===== config.mk =====
export PLATFORM = sky130hd
export DESIGN_NAME = vertex_job_control
export DESIGN_NICKNAME = d
export VERILOG_FILES = /design/src/source/mem_req_pkg.sv /design/src/source/vertex_job_pkg.sv /design/src/source/job_push_if.sv /design/src/source/vertex_read_sequencer.sv /design/src/source/vertex_line_buffer.sv /design/src/source/vertex_job_assembler.sv /design/src/source/vertex_job_fifo.sv /design/src/source/vertex_job_control.sv
export VERILOG_INCLUDE_DIRS = /design/src /design/src/source
export SDC_FILE = /design/constraint.sdc
export NUM_CORES = 2
export LEC_CHECK = 0
export ABC_AREA = 1
export BUFFER_PORTS_ARGS = -buffer_cell sky130_fd_sc_hd__buf_4
export CORE_UTILIZATION = 45
export DETAILED_ROUTE_END_ITERATION = 12
export SYNTH_ARGS = -nofsm -noshare
export SYNTH_HDL_FRONTEND = slang
export SYNTH_SLANG_ARGS = --single-unit

===== constraint.sdc =====
create_clock -name clock -period 15.26 [get_ports clock]
set_input_delay 3.052 -clock clock [delete_from_list [all_inputs] [get_ports clock]]
set_output_delay 3.052 -clock clock [all_outputs]
set_load 0.005 [all_outputs]

===== src/source/vjc_params.svh =====
////////////////////////////////////////////////////////////
// vertex job controller parameters
// line geometry, address width and job queue depth
////////////////////////////////////////////////////////////

`ifndef VJC_PARAMS_SVH
`define VJC_PARAMS_SVH

// vertex words held in one memory line
`define VJC_LINE_WORDS 8

// bits per vertex word
`define VJC_WORD_BITS 32

// byte address width of the read port
`define VJC_ADDR_BITS 32

// job queue entries, two lines' worth
`define VJC_JOB_DEPTH 16

`endif


===== src/source/mem_req_pkg.sv =====
////////////////////////////////////////////////////////////
// memory traffic types
// read command address, returned line, array select and
// chunk word count
////////////////////////////////////////////////////////////

`default_nettype none

`include "vjc_params.svh"

package mem_req_pkg;

	// byte address into either array
	typedef logic [`VJC_ADDR_BITS-1:0] addr_t;

	// one memory line, word 0 in the low bits
	typedef logic [`VJC_LINE_WORDS*`VJC_WORD_BITS-1:0] line_t;

	// 0 selects out-degree, 1 selects edge index
	typedef logic array_sel_t;

	// valid words in a chunk, 0 up to a full line
	typedef logic [$clog2(`VJC_LINE_WORDS+1)-1:0] word_count_t;

endpackage

`default_nettype wire


===== src/source/vertex_job_pkg.sv =====
////////////////////////////////////////////////////////////
// vertex job types
// job fields, vertex counts and the read sequencer states
////////////////////////////////////////////////////////////

`default_nettype none

`include "vjc_params.svh"

package vertex_job_pkg;

	// one array element
	typedef logic [`VJC_WORD_BITS-1:0] vertex_word_t;

	// vertex id handed to the consumer
	typedef logic [31:0] vertex_id_t;

	// vertex count of a run
	typedef logic [31:0] vertex_count_t;

	// read sequencer states
	typedef enum logic [2:0] {
		IDLE,
		ISSUE_DEGREE,
		ISSUE_EDGES,
		WAIT_DATA,
		UNPACK,
		NEXT_CHUNK
	} seq_state_t;

endpackage

`default_nettype wire


===== src/source/job_push_if.sv =====
////////////////////////////////////////////////////////////
// job push interface
// carries assembled jobs into the queue and the queue's
// room flag back to the sequencer
////////////////////////////////////////////////////////////

`default_nettype none

interface job_push_if;

	logic                         push;
	vertex_job_pkg::vertex_id_t   id;
	vertex_job_pkg::vertex_word_t out_degree;
	vertex_job_pkg::vertex_word_t edges_idx;
	// at least one line of free entries
	logic                         room;

	modport assembler (
		output push,
		output id,
		output out_degree,
		output edges_idx
	);

	modport queue (
		input  push,
		input  id,
		input  out_degree,
		input  edges_idx,
		output room
	);

	modport sequencer (
		input room
	);

endinterface

`default_nettype wire


===== src/source/vertex_read_sequencer.sv =====
////////////////////////////////////////////////////////////
// vertex read sequencer
// walks the vertex range one line at a time, issues the two
// array reads per chunk and paces the unpacking
////////////////////////////////////////////////////////////

`default_nettype none

`include "vjc_params.svh"

module vertex_read_sequencer (
	input  logic                          clock,
	input  logic                          rstn,
	input  logic                          start,
	input  vertex_job_pkg::vertex_count_t num_vertices,
	input  mem_req_pkg::addr_t            degree_base,
	input  mem_req_pkg::addr_t            edges_base,
	input  logic                          cmd_ready,
	input  logic                          degree_ready,
	input  logic                          edges_ready,
	job_push_if.sequencer                 jobs,
	output logic                          busy,
	output logic                          done,
	output logic                          cmd_valid,
	output mem_req_pkg::addr_t            cmd_address,
	output mem_req_pkg::array_sel_t       cmd_array,
	output mem_req_pkg::word_count_t      cmd_count,
	output logic                          shift,
	output logic                          line_release
);

	localparam mem_req_pkg::addr_t LINE_BYTES =
		mem_req_pkg::addr_t'(`VJC_LINE_WORDS * `VJC_WORD_BITS / 8);
	localparam vertex_job_pkg::vertex_count_t LINE_VERTICES =
		vertex_job_pkg::vertex_count_t'(`VJC_LINE_WORDS);

	vertex_job_pkg::seq_state_t    state;
	vertex_job_pkg::seq_state_t    next_state;
	mem_req_pkg::addr_t            degree_base_q;
	mem_req_pkg::addr_t            edges_base_q;
	mem_req_pkg::addr_t            chunk_offset;
	vertex_job_pkg::vertex_count_t remaining;
	mem_req_pkg::word_count_t      shift_count;
	logic                          last_shift;
	logic                          last_chunk;

	////////////////////////////////////////////////////////////
	// command fields
	////////////////////////////////////////////////////////////

	// short final chunk
	assign cmd_count = (remaining > LINE_VERTICES) ?
		mem_req_pkg::word_count_t'(`VJC_LINE_WORDS) :
		mem_req_pkg::word_count_t'(remaining);

	assign cmd_valid = (state == vertex_job_pkg::ISSUE_DEGREE) ||
		(state == vertex_job_pkg::ISSUE_EDGES);
	assign cmd_array = (state == vertex_job_pkg::ISSUE_EDGES) ? 1'b1 : 1'b0;
	assign cmd_address = ((state == vertex_job_pkg::ISSUE_EDGES) ?
		edges_base_q : degree_base_q) + chunk_offset;

	// one word per cycle while unpacking
	assign shift      = (state == vertex_job_pkg::UNPACK);
	assign last_shift = shift && (shift_count == cmd_count - 1'b1);
	assign last_chunk = (remaining <= LINE_VERTICES);

	////////////////////////////////////////////////////////////
	// state machine
	////////////////////////////////////////////////////////////

	always_comb begin
		next_state = state;
		case (state)
			vertex_job_pkg::IDLE: begin
				if (start)
					next_state = vertex_job_pkg::NEXT_CHUNK;
			end
			vertex_job_pkg::NEXT_CHUNK: begin
				// a new chunk only when a full line fits in the queue
				if (remaining == '0)
					next_state = vertex_job_pkg::IDLE;
				else if (jobs.room)
					next_state = vertex_job_pkg::ISSUE_DEGREE;
			end
			vertex_job_pkg::ISSUE_DEGREE: begin
				if (cmd_ready)
					next_state = vertex_job_pkg::ISSUE_EDGES;
			end
			vertex_job_pkg::ISSUE_EDGES: begin
				if (cmd_ready)
					next_state = vertex_job_pkg::WAIT_DATA;
			end
			vertex_job_pkg::WAIT_DATA: begin
				if (degree_ready && edges_ready)
					next_state = vertex_job_pkg::UNPACK;
			end
			vertex_job_pkg::UNPACK: begin
				if (last_shift)
					next_state = last_chunk ? vertex_job_pkg::IDLE :
						vertex_job_pkg::NEXT_CHUNK;
			end
			default: begin
				next_state = vertex_job_pkg::IDLE;
			end
		endcase
	end

	always_ff @(posedge clock or negedge rstn) begin
		if (!rstn) begin
			state        <= vertex_job_pkg::IDLE;
			busy         <= 1'b0;
			done         <= 1'b0;
			line_release <= 1'b0;
			remaining    <= '0;
			chunk_offset <= '0;
			shift_count  <= '0;
		end else begin
			state        <= next_state;
			done         <= 1'b0;
			line_release <= 1'b0;
			if ((state == vertex_job_pkg::IDLE) && start) begin
				busy         <= 1'b1;
				remaining    <= num_vertices;
				chunk_offset <= '0;
			end
			// empty run ends right away
			if ((state == vertex_job_pkg::NEXT_CHUNK) && (remaining == '0)) begin
				busy <= 1'b0;
				done <= 1'b1;
			end
			if (shift)
				shift_count <= shift_count + 1'b1;
			if (last_shift) begin
				shift_count  <= '0;
				line_release <= 1'b1;
				remaining    <= remaining - vertex_job_pkg::vertex_count_t'(cmd_count);
				chunk_offset <= chunk_offset + LINE_BYTES;
				if (last_chunk) begin
					busy <= 1'b0;
					done <= 1'b1;
				end
			end
		end
	end

	// array bases held for the whole run
	always_ff @(posedge clock) begin
		if ((state == vertex_job_pkg::IDLE) && start) begin
			degree_base_q <= degree_base;
			edges_base_q  <= edges_base;
		end
	end

endmodule

`default_nettype wire


===== src/source/vertex_line_buffer.sv =====
////////////////////////////////////////////////////////////
// vertex line buffer
// captures the returned line of one array and shifts its
// words out, word 0 first
////////////////////////////////////////////////////////////

`default_nettype none

`include "vjc_params.svh"

module vertex_line_buffer #(
	parameter mem_req_pkg::array_sel_t ARRAY_SEL = 1'b0
) (
	input  logic                         clock,
	input  logic                         rstn,
	input  logic                         data_valid,
	input  mem_req_pkg::array_sel_t      data_array,
	input  mem_req_pkg::line_t           data_line,
	input  logic                         shift,
	input  logic                         line_release,
	output logic                         line_ready,
	output vertex_job_pkg::vertex_word_t head_word
);

	localparam int LINE_BITS = `VJC_LINE_WORDS * `VJC_WORD_BITS;

	mem_req_pkg::line_t line_q;
	logic               capture;

	// only answers for this array are taken
	assign capture = data_valid && (data_array == ARRAY_SEL);

	always_ff @(posedge clock) begin
		if (capture)
			line_q <= data_line;
		else if (shift)
			line_q <= {{`VJC_WORD_BITS{1'b0}}, line_q[LINE_BITS-1:`VJC_WORD_BITS]};
	end

	always_ff @(posedge clock or negedge rstn) begin
		if (!rstn) begin
			line_ready <= 1'b0;
		end else begin
			if (line_release)
				line_ready <= 1'b0;
			if (capture)
				line_ready <= 1'b1;
		end
	end

	// lowest word is next out
	assign head_word = line_q[`VJC_WORD_BITS-1:0];

endmodule

`default_nettype wire


===== src/source/vertex_job_assembler.sv =====
////////////////////////////////////////////////////////////
// vertex job assembler
// pairs the two head words with a running vertex id and
// pushes one job per shift
////////////////////////////////////////////////////////////

`default_nettype none

module vertex_job_assembler (
	input  logic                         clock,
	input  logic                         rstn,
	input  logic                         start,
	input  vertex_job_pkg::vertex_id_t   id_base,
	input  logic                         shift,
	input  vertex_job_pkg::vertex_word_t degree_word,
	input  vertex_job_pkg::vertex_word_t edges_word,
	job_push_if.assembler                jobs
);

	vertex_job_pkg::vertex_id_t id_counter;

	////////////////////////////////////////////////////////////
	// id counter and push strobe
	////////////////////////////////////////////////////////////

	always_ff @(posedge clock or negedge rstn) begin
		if (!rstn) begin
			id_counter <= '0;
			jobs.push  <= 1'b0;
		end else begin
			jobs.push <= shift;
			// run starts counting from the base offset
			if (start)
				id_counter <= id_base;
			else if (shift)
				id_counter <= id_counter + 1'b1;
		end
	end

	// job payload
	always_ff @(posedge clock) begin
		if (shift) begin
			jobs.id         <= id_counter;
			jobs.out_degree <= degree_word;
			jobs.edges_idx  <= edges_word;
		end
	end

endmodule

`default_nettype wire


===== src/source/vertex_job_fifo.sv =====
////////////////////////////////////////////////////////////
// vertex job FIFO
// circular job queue with show-ahead output and a room flag
////////////////////////////////////////////////////////////

`default_nettype none

`include "vjc_params.svh"

module vertex_job_fifo (
	input  logic                         clock,
	input  logic                         rstn,
	job_push_if.queue                    jobs,
	input  logic                         job_pop,
	output logic                         job_valid,
	output vertex_job_pkg::vertex_id_t   job_id,
	output vertex_job_pkg::vertex_word_t job_out_degree,
	output vertex_job_pkg::vertex_word_t job_edges_idx
);

	localparam int PTR_BITS   = $clog2(`VJC_JOB_DEPTH);
	localparam int COUNT_BITS = $clog2(`VJC_JOB_DEPTH + 1);

	vertex_job_pkg::vertex_id_t   id_mem [`VJC_JOB_DEPTH];
	vertex_job_pkg::vertex_word_t degree_mem [`VJC_JOB_DEPTH];
	vertex_job_pkg::vertex_word_t edges_mem [`VJC_JOB_DEPTH];
	logic [PTR_BITS-1:0]          wr_ptr;
	logic [PTR_BITS-1:0]          rd_ptr;
	logic [COUNT_BITS-1:0]        count;
	logic [COUNT_BITS-1:0]        free_entries;
	logic                         pop_ok;

	assign pop_ok = job_pop && job_valid;

	// the push in flight already holds an entry
	assign free_entries = COUNT_BITS'(`VJC_JOB_DEPTH) - count - COUNT_BITS'(jobs.push);
	assign jobs.room    = (free_entries >= COUNT_BITS'(`VJC_LINE_WORDS));

	always_ff @(posedge clock) begin
		if (jobs.push) begin
			id_mem[wr_ptr]     <= jobs.id;
			degree_mem[wr_ptr] <= jobs.out_degree;
			edges_mem[wr_ptr]  <= jobs.edges_idx;
		end
	end

	always_ff @(posedge clock or negedge rstn) begin
		if (!rstn) begin
			wr_ptr <= '0;
			rd_ptr <= '0;
			count  <= '0;
		end else begin
			if (jobs.push)
				wr_ptr <= (wr_ptr == PTR_BITS'(`VJC_JOB_DEPTH - 1)) ? '0 : wr_ptr + 1'b1;
			if (pop_ok)
				rd_ptr <= (rd_ptr == PTR_BITS'(`VJC_JOB_DEPTH - 1)) ? '0 : rd_ptr + 1'b1;
			if (jobs.push && !pop_ok)
				count <= count + 1'b1;
			else if (pop_ok && !jobs.push)
				count <= count - 1'b1;
		end
	end

	// oldest job is shown
	assign job_valid      = (count != '0);
	assign job_id         = id_mem[rd_ptr];
	assign job_out_degree = degree_mem[rd_ptr];
	assign job_edges_idx  = edges_mem[rd_ptr];

endmodule

`default_nettype wire


===== src/source/vertex_job_control.sv =====
////////////////////////////////////////////////////////////
// vertex job controller
// reads out-degree and edge-index lines per chunk and turns
// them into queued vertex jobs
////////////////////////////////////////////////////////////

`default_nettype none

module vertex_job_control (
	input  logic                          clock,
	input  logic                          rstn,
	// run control
	input  logic                          start,
	input  vertex_job_pkg::vertex_count_t num_vertices,
	input  mem_req_pkg::addr_t            degree_base,
	input  mem_req_pkg::addr_t            edges_base,
	input  vertex_job_pkg::vertex_id_t    id_base,
	output logic                          busy,
	output logic                          done,
	// read commands
	output logic                          cmd_valid,
	output mem_req_pkg::addr_t            cmd_address,
	output mem_req_pkg::array_sel_t       cmd_array,
	output mem_req_pkg::word_count_t      cmd_count,
	input  logic                          cmd_ready,
	// read data
	input  logic                          data_valid,
	input  mem_req_pkg::array_sel_t       data_array,
	input  mem_req_pkg::line_t            data_line,
	// job queue
	output logic                          job_valid,
	output vertex_job_pkg::vertex_id_t    job_id,
	output vertex_job_pkg::vertex_word_t  job_out_degree,
	output vertex_job_pkg::vertex_word_t  job_edges_idx,
	input  logic                          job_pop
);

	logic                         degree_ready;
	logic                         edges_ready;
	vertex_job_pkg::vertex_word_t degree_word;
	vertex_job_pkg::vertex_word_t edges_word;
	logic                         shift;
	logic                         line_release;

	job_push_if jobs_if ();

	vertex_read_sequencer u_sequencer (
		.clock        (clock),
		.rstn         (rstn),
		.start        (start),
		.num_vertices (num_vertices),
		.degree_base  (degree_base),
		.edges_base   (edges_base),
		.cmd_ready    (cmd_ready),
		.degree_ready (degree_ready),
		.edges_ready  (edges_ready),
		.jobs         (jobs_if.sequencer),
		.busy         (busy),
		.done         (done),
		.cmd_valid    (cmd_valid),
		.cmd_address  (cmd_address),
		.cmd_array    (cmd_array),
		.cmd_count    (cmd_count),
		.shift        (shift),
		.line_release (line_release)
	);

	// out-degree line
	vertex_line_buffer #(.ARRAY_SEL(1'b0)) u_degree_buffer (
		.clock        (clock),
		.rstn         (rstn),
		.data_valid   (data_valid),
		.data_array   (data_array),
		.data_line    (data_line),
		.shift        (shift),
		.line_release (line_release),
		.line_ready   (degree_ready),
		.head_word    (degree_word)
	);

	// edge-index line
	vertex_line_buffer #(.ARRAY_SEL(1'b1)) u_edges_buffer (
		.clock        (clock),
		.rstn         (rstn),
		.data_valid   (data_valid),
		.data_array   (data_array),
		.data_line    (data_line),
		.shift        (shift),
		.line_release (line_release),
		.line_ready   (edges_ready),
		.head_word    (edges_word)
	);

	vertex_job_assembler u_assembler (
		.clock       (clock),
		.rstn        (rstn),
		.start       (start),
		.id_base     (id_base),
		.shift       (shift),
		.degree_word (degree_word),
		.edges_word  (edges_word),
		.jobs        (jobs_if.assembler)
	);

	vertex_job_fifo u_job_fifo (
		.clock          (clock),
		.rstn           (rstn),
		.jobs           (jobs_if.queue),
		.job_pop        (job_pop),
		.job_valid      (job_valid),
		.job_id         (job_id),
		.job_out_degree (job_out_degree),
		.job_edges_idx  (job_edges_idx)
	);

endmodule

`default_nettype wire


==> impl_metrics.ini <==
[run_status]
status = finished clean

[power]
total_power_mw = 20.65
pwr-share-seq_pct = 46.7
p_int_mw = 13.55
p_clk_share_pct = 26.2
power.density_mw_per_mm2 = 190.8
p_sw_mw = 7.094
p_sw_share_pct = 34.36
p_comb_share_pct = 27.1
max-vdd-ir-drop_uv = 190.9
leakage_nw = 39.04

[global_route]
grt_pass1_vias = 57080
grt_pass1_wl_um = 369000
grt_use_total_pct = 23.49
antenna_found_initial = 75
gr-total-overflow = 0
grt_max_degree = 254

[cts]
cts.clk_slew.worst_paths_ns = 0.06
clockBufferDepth = 3
postCtsSetupBuffers = 0
clockRootBuffer = clkbuf_16
cts_tree = yes
cts_buffers = 230
post_cts_resized = 0
clock-sinks = 2325
cts_max_level = 4
cts_hold_buf = 0
clk_latency_ns = 0.88

[drt]
vias = 59780
drcViolationCount = 0
vias_per_cell = 5.532
dr.pass1.iters = 6
final_antenna_net_count = 0
wl_per_cell_um = 23.31
wl_um = 252000
drt_iter0_drc = 6021

[synth]
netlist_area_mm2 = 0.09436
syn_avg_cell_area_um2 = 12.73
synth-seq-cells = 2325
ys_seq_area_share_pct = 73.37
syn_inst = 7415
synth_cell_types = 50
synthArstFlopShare_pct = 5.032
ys.flop_type = edfxtp_1
synth_edf_count = 2208
ys_warn_count = 0

[layout]
finish.utilization_pct = 52.09
finalNetCount = 8253
nFillCells = 17850
syn_to_final_growth_pct = 14.66
drive_gt1_share_pct = 12.21

[floorplanning]
die_area_mm2 = 0.2115
die_h_um = 459.9
core_area_mm2 = 0.2077
rows = 167
ios = 528
die_w_um = 459.9
start_util_pct = 45.43

[critical_path]
path_common_cell = buf_4
worst_path_max_delay_cell = dfrtp_4
worst-path-max-fanout = 93
required_ns = 12.21
worstSetupPathType = reg2out
end_kind = primary output
crit_chain = buf_4 > buf_4 > buf_4 > mux2i_1 > o221ai_1 > nand3_1 > nand3_1 > buf_4
slowest_delay_ns = 0.99
worstSetupStartpointType = flop
cp.arrival_ns = 5.67
rr_worst_depth = 7

[place]
port_buffers = 527
gp_congestion = 0.8870
hpwl_um = 141500

[timing]
tightestPinTransition_ns = 1.385
slew_violations = 0
hold_viol_final = 0
clock.fmax_ghz = 0.1146
finClkSkew_ns = 0.04119
rsz0062_at_grt = false
setup_violations = 0
fin_crit_ns = 8.726
setup_tns_ns = 0
hold_slack_ns = 0.4059
fin_crit_sh_pct = 57.18
max_slew_margin_pct = 7.699

[job]
maxCapViolCount = 0

[hold_path]
hold_class = reg2reg
min_path_cells = 0
-- per-stage QoR --
| stage | cell area (um2) | std cells | setup WS [ns] |
|---|---|---|---|
| after floorplan | 94370 | 7416 | 5.369 |
| after global placement | 101000 | 10370 | 7.536 |
| after detailed placement | 101000 | 10370 | 7.484 |
| after CTS | 108100 | 10790 | 6.555 |
| after global routing | 108200 | 10790 | 6.237 |
| final | 108200 | 10810 | 6.534 |
-- power by group through the flow --
| stage | Clock [mW] | Sequential (mW) | Combinational, mW |
|---|---|---|---|
| 2_1_floorplan | 0 | 9.48 | 3.44 |
| 3_3_place_gp | 0 | 9.73 | 5.58 |
| 3_5_place_dp | 0 | 9.77 | 5.65 |
| 4_1_cts | 5.49 | 9.64 | 5.67 |
| 5_1_grt | 5.74 | 9.78 | 6.16 |
| 6_report | 5.41 | 9.64 | 5.60 |
-- worst max-delay path, delay by kind of cell, from the launching register on --
| kind | cells | cell delay (ns) |
|---|---|---|
| flip-flops | 1 | 0.99 |
| AND/OR/NAND/NOR | 2 | 0.40 |
| buffers and inverters | 4 | 2.77 |
| multiplexers | 1 | 0.28 |
| AO/OA/AOI/OAI | 1 | 0.13 |
-- logic make-up after synthesis --
family | count (synthesis) | synth area share (%)
fa+ha+maj | 48 | 0.6444
mux | 154 | 1.634
buf+inv | 828 | 3.390
other cells | 1 | 0.003974
simple gates | 2521 | 10.65
compound gates | 1434 | 9.348
xor+xnor | 104 | 0.9653
flops | 2325 | 73.37
-- Yosys cell counts, types with 3 or more instances --
master	n	area, um2
a21o_1	3	22.52
mux2i_1	154	1541
nand2_2	6	37.54
ha_1	47	588.1
nor2_1	1070	4016
nand3b_1	4	30.03
nand3_2	7	70.07
o221ai_1	156	1366
buf_1	34	127.6
edfxtp_1	2208	66300
xor2_1	77	674.4
inv_1	392	1471
buf_2	31	155.2
clkbuf_1	359	1348
o21ai_0	886	4434
o32ai_1	231	2023
buf_6	7	78.83
inv_2	3	11.26
nor2_4	4	45.04
dfrtp_1	117	2928
nor2_2	6	37.54
xnor2_1	27	236.5
o22ai_1	7	43.79
nand2_1	1138	4272
a31oi_1	5	31.28
o211ai_1	53	397.9
nand4_1	23	143.9
nor3_1	28	140.1
o21bai_1	3	22.52
nor4_1	7	43.79
a21oi_1	55	275.3
o21ai_1	27	135.1
nand3_1	218	1091
-- registers in the layout, indices dropped and copies added (netlist names), 256 cells and up --
signal,count
u_degree_buffer.line_q,256
u_edges_buffer.line_q,256
u_job_fifo.degree_mem,512
u_job_fifo.edges_mem,512
u_job_fifo.id_mem,512
-- placed cells by master, fill, tap and decap left out, types with 6 or more instances in the layout --
| cell | synthesis | routed |
|---|---|---|
| clkbuf_16 | 0 | 232 |
| ha_1 | 47 | 47 |
| buf_4 | 0 | 581 |
| dfrtp_1 | 117 | 114 |
| diode_2 | 0 | 18 |
| bufinv_16 | 0 | 13 |
| buf_12 | 0 | 15 |
| nand2_2 | 6 | 6 |
| xnor2_1 | 27 | 27 |
| nand3_2 | 7 | 7 |
| xor2_1 | 77 | 77 |
| o211ai_1 | 53 | 53 |
| o21ai_1 | 27 | 27 |
| nand3_1 | 218 | 218 |
| nor2_1 | 1070 | 1052 |
| mux2i_1 | 154 | 154 |
| clkinv_1 | 2 | 51 |
| o221ai_1 | 156 | 156 |
| edfxtp_1 | 2208 | 2208 |
| nand2_1 | 1138 | 1134 |
| nor4_1 | 7 | 7 |
| inv_6 | 0 | 9 |
| o22ai_1 | 7 | 7 |
| inv_1 | 392 | 391 |
| nand2_4 | 2 | 6 |
| o32ai_1 | 231 | 231 |
| nand4_1 | 23 | 23 |
| o21ai_0 | 886 | 886 |
| a21oi_1 | 55 | 55 |
| nor2_4 | 4 | 23 |
| clkbuf_1 | 359 | 51 |
| clkinv_2 | 0 | 50 |
| clkinvlp_4 | 0 | 7 |
| nor3_1 | 28 | 28 |
-- metal layers --
metal | GRT usage [%] | vias to the layer above | wire [um]
li1 | - | 27590 | -
met1 | 32.07 | 29480 | 105900
met2 | 36.24 | 2152 | 114800
met3 | 7.023 | 449 | 23760
met4 | 6.854 | 112 | 6772
met5 | 0 | - | 716
-- path summary, 6_finish.rpt --
| kind | startpoint | end | slack (ns) |
|---|---|---|---|
| worst min register to register | u_degree_buffer.line_q[24] | u_assembler.jobs.out_degree[24] | 0.41 |
| worst max register to register | u_sequencer.state[1] | u_edges_buffer.line_q[151] | 10.47 |
| worst max-delay path | u_job_fifo.rd_ptr[0] | job_id[5] | 6.53 |
| worst min-delay path | u_degree_buffer.line_q[24] | u_assembler.jobs.out_degree[24] | 0.41 |
| min in group asynchronous | rstn | u_assembler.id_counter[5] | 2.23 |
| max in group asynchronous | rstn | u_job_fifo.rd_ptr[0] | 11.58 |
-- layout make-up --
type,instances,area [um2],area share (%)
sequential,2325,69240,64.00
multi-input combinational,4263,22110,20.43
clock buffer,283,5997,5.543
timing repair buffer,597,4673,4.319
tap,2788,3488,3.224
inverter,397,1503,1.389
clock inverter,136,1137,1.051
antenna,18,45.04,0.04163
Note: power is estimated with default switching activity, not from simulation.
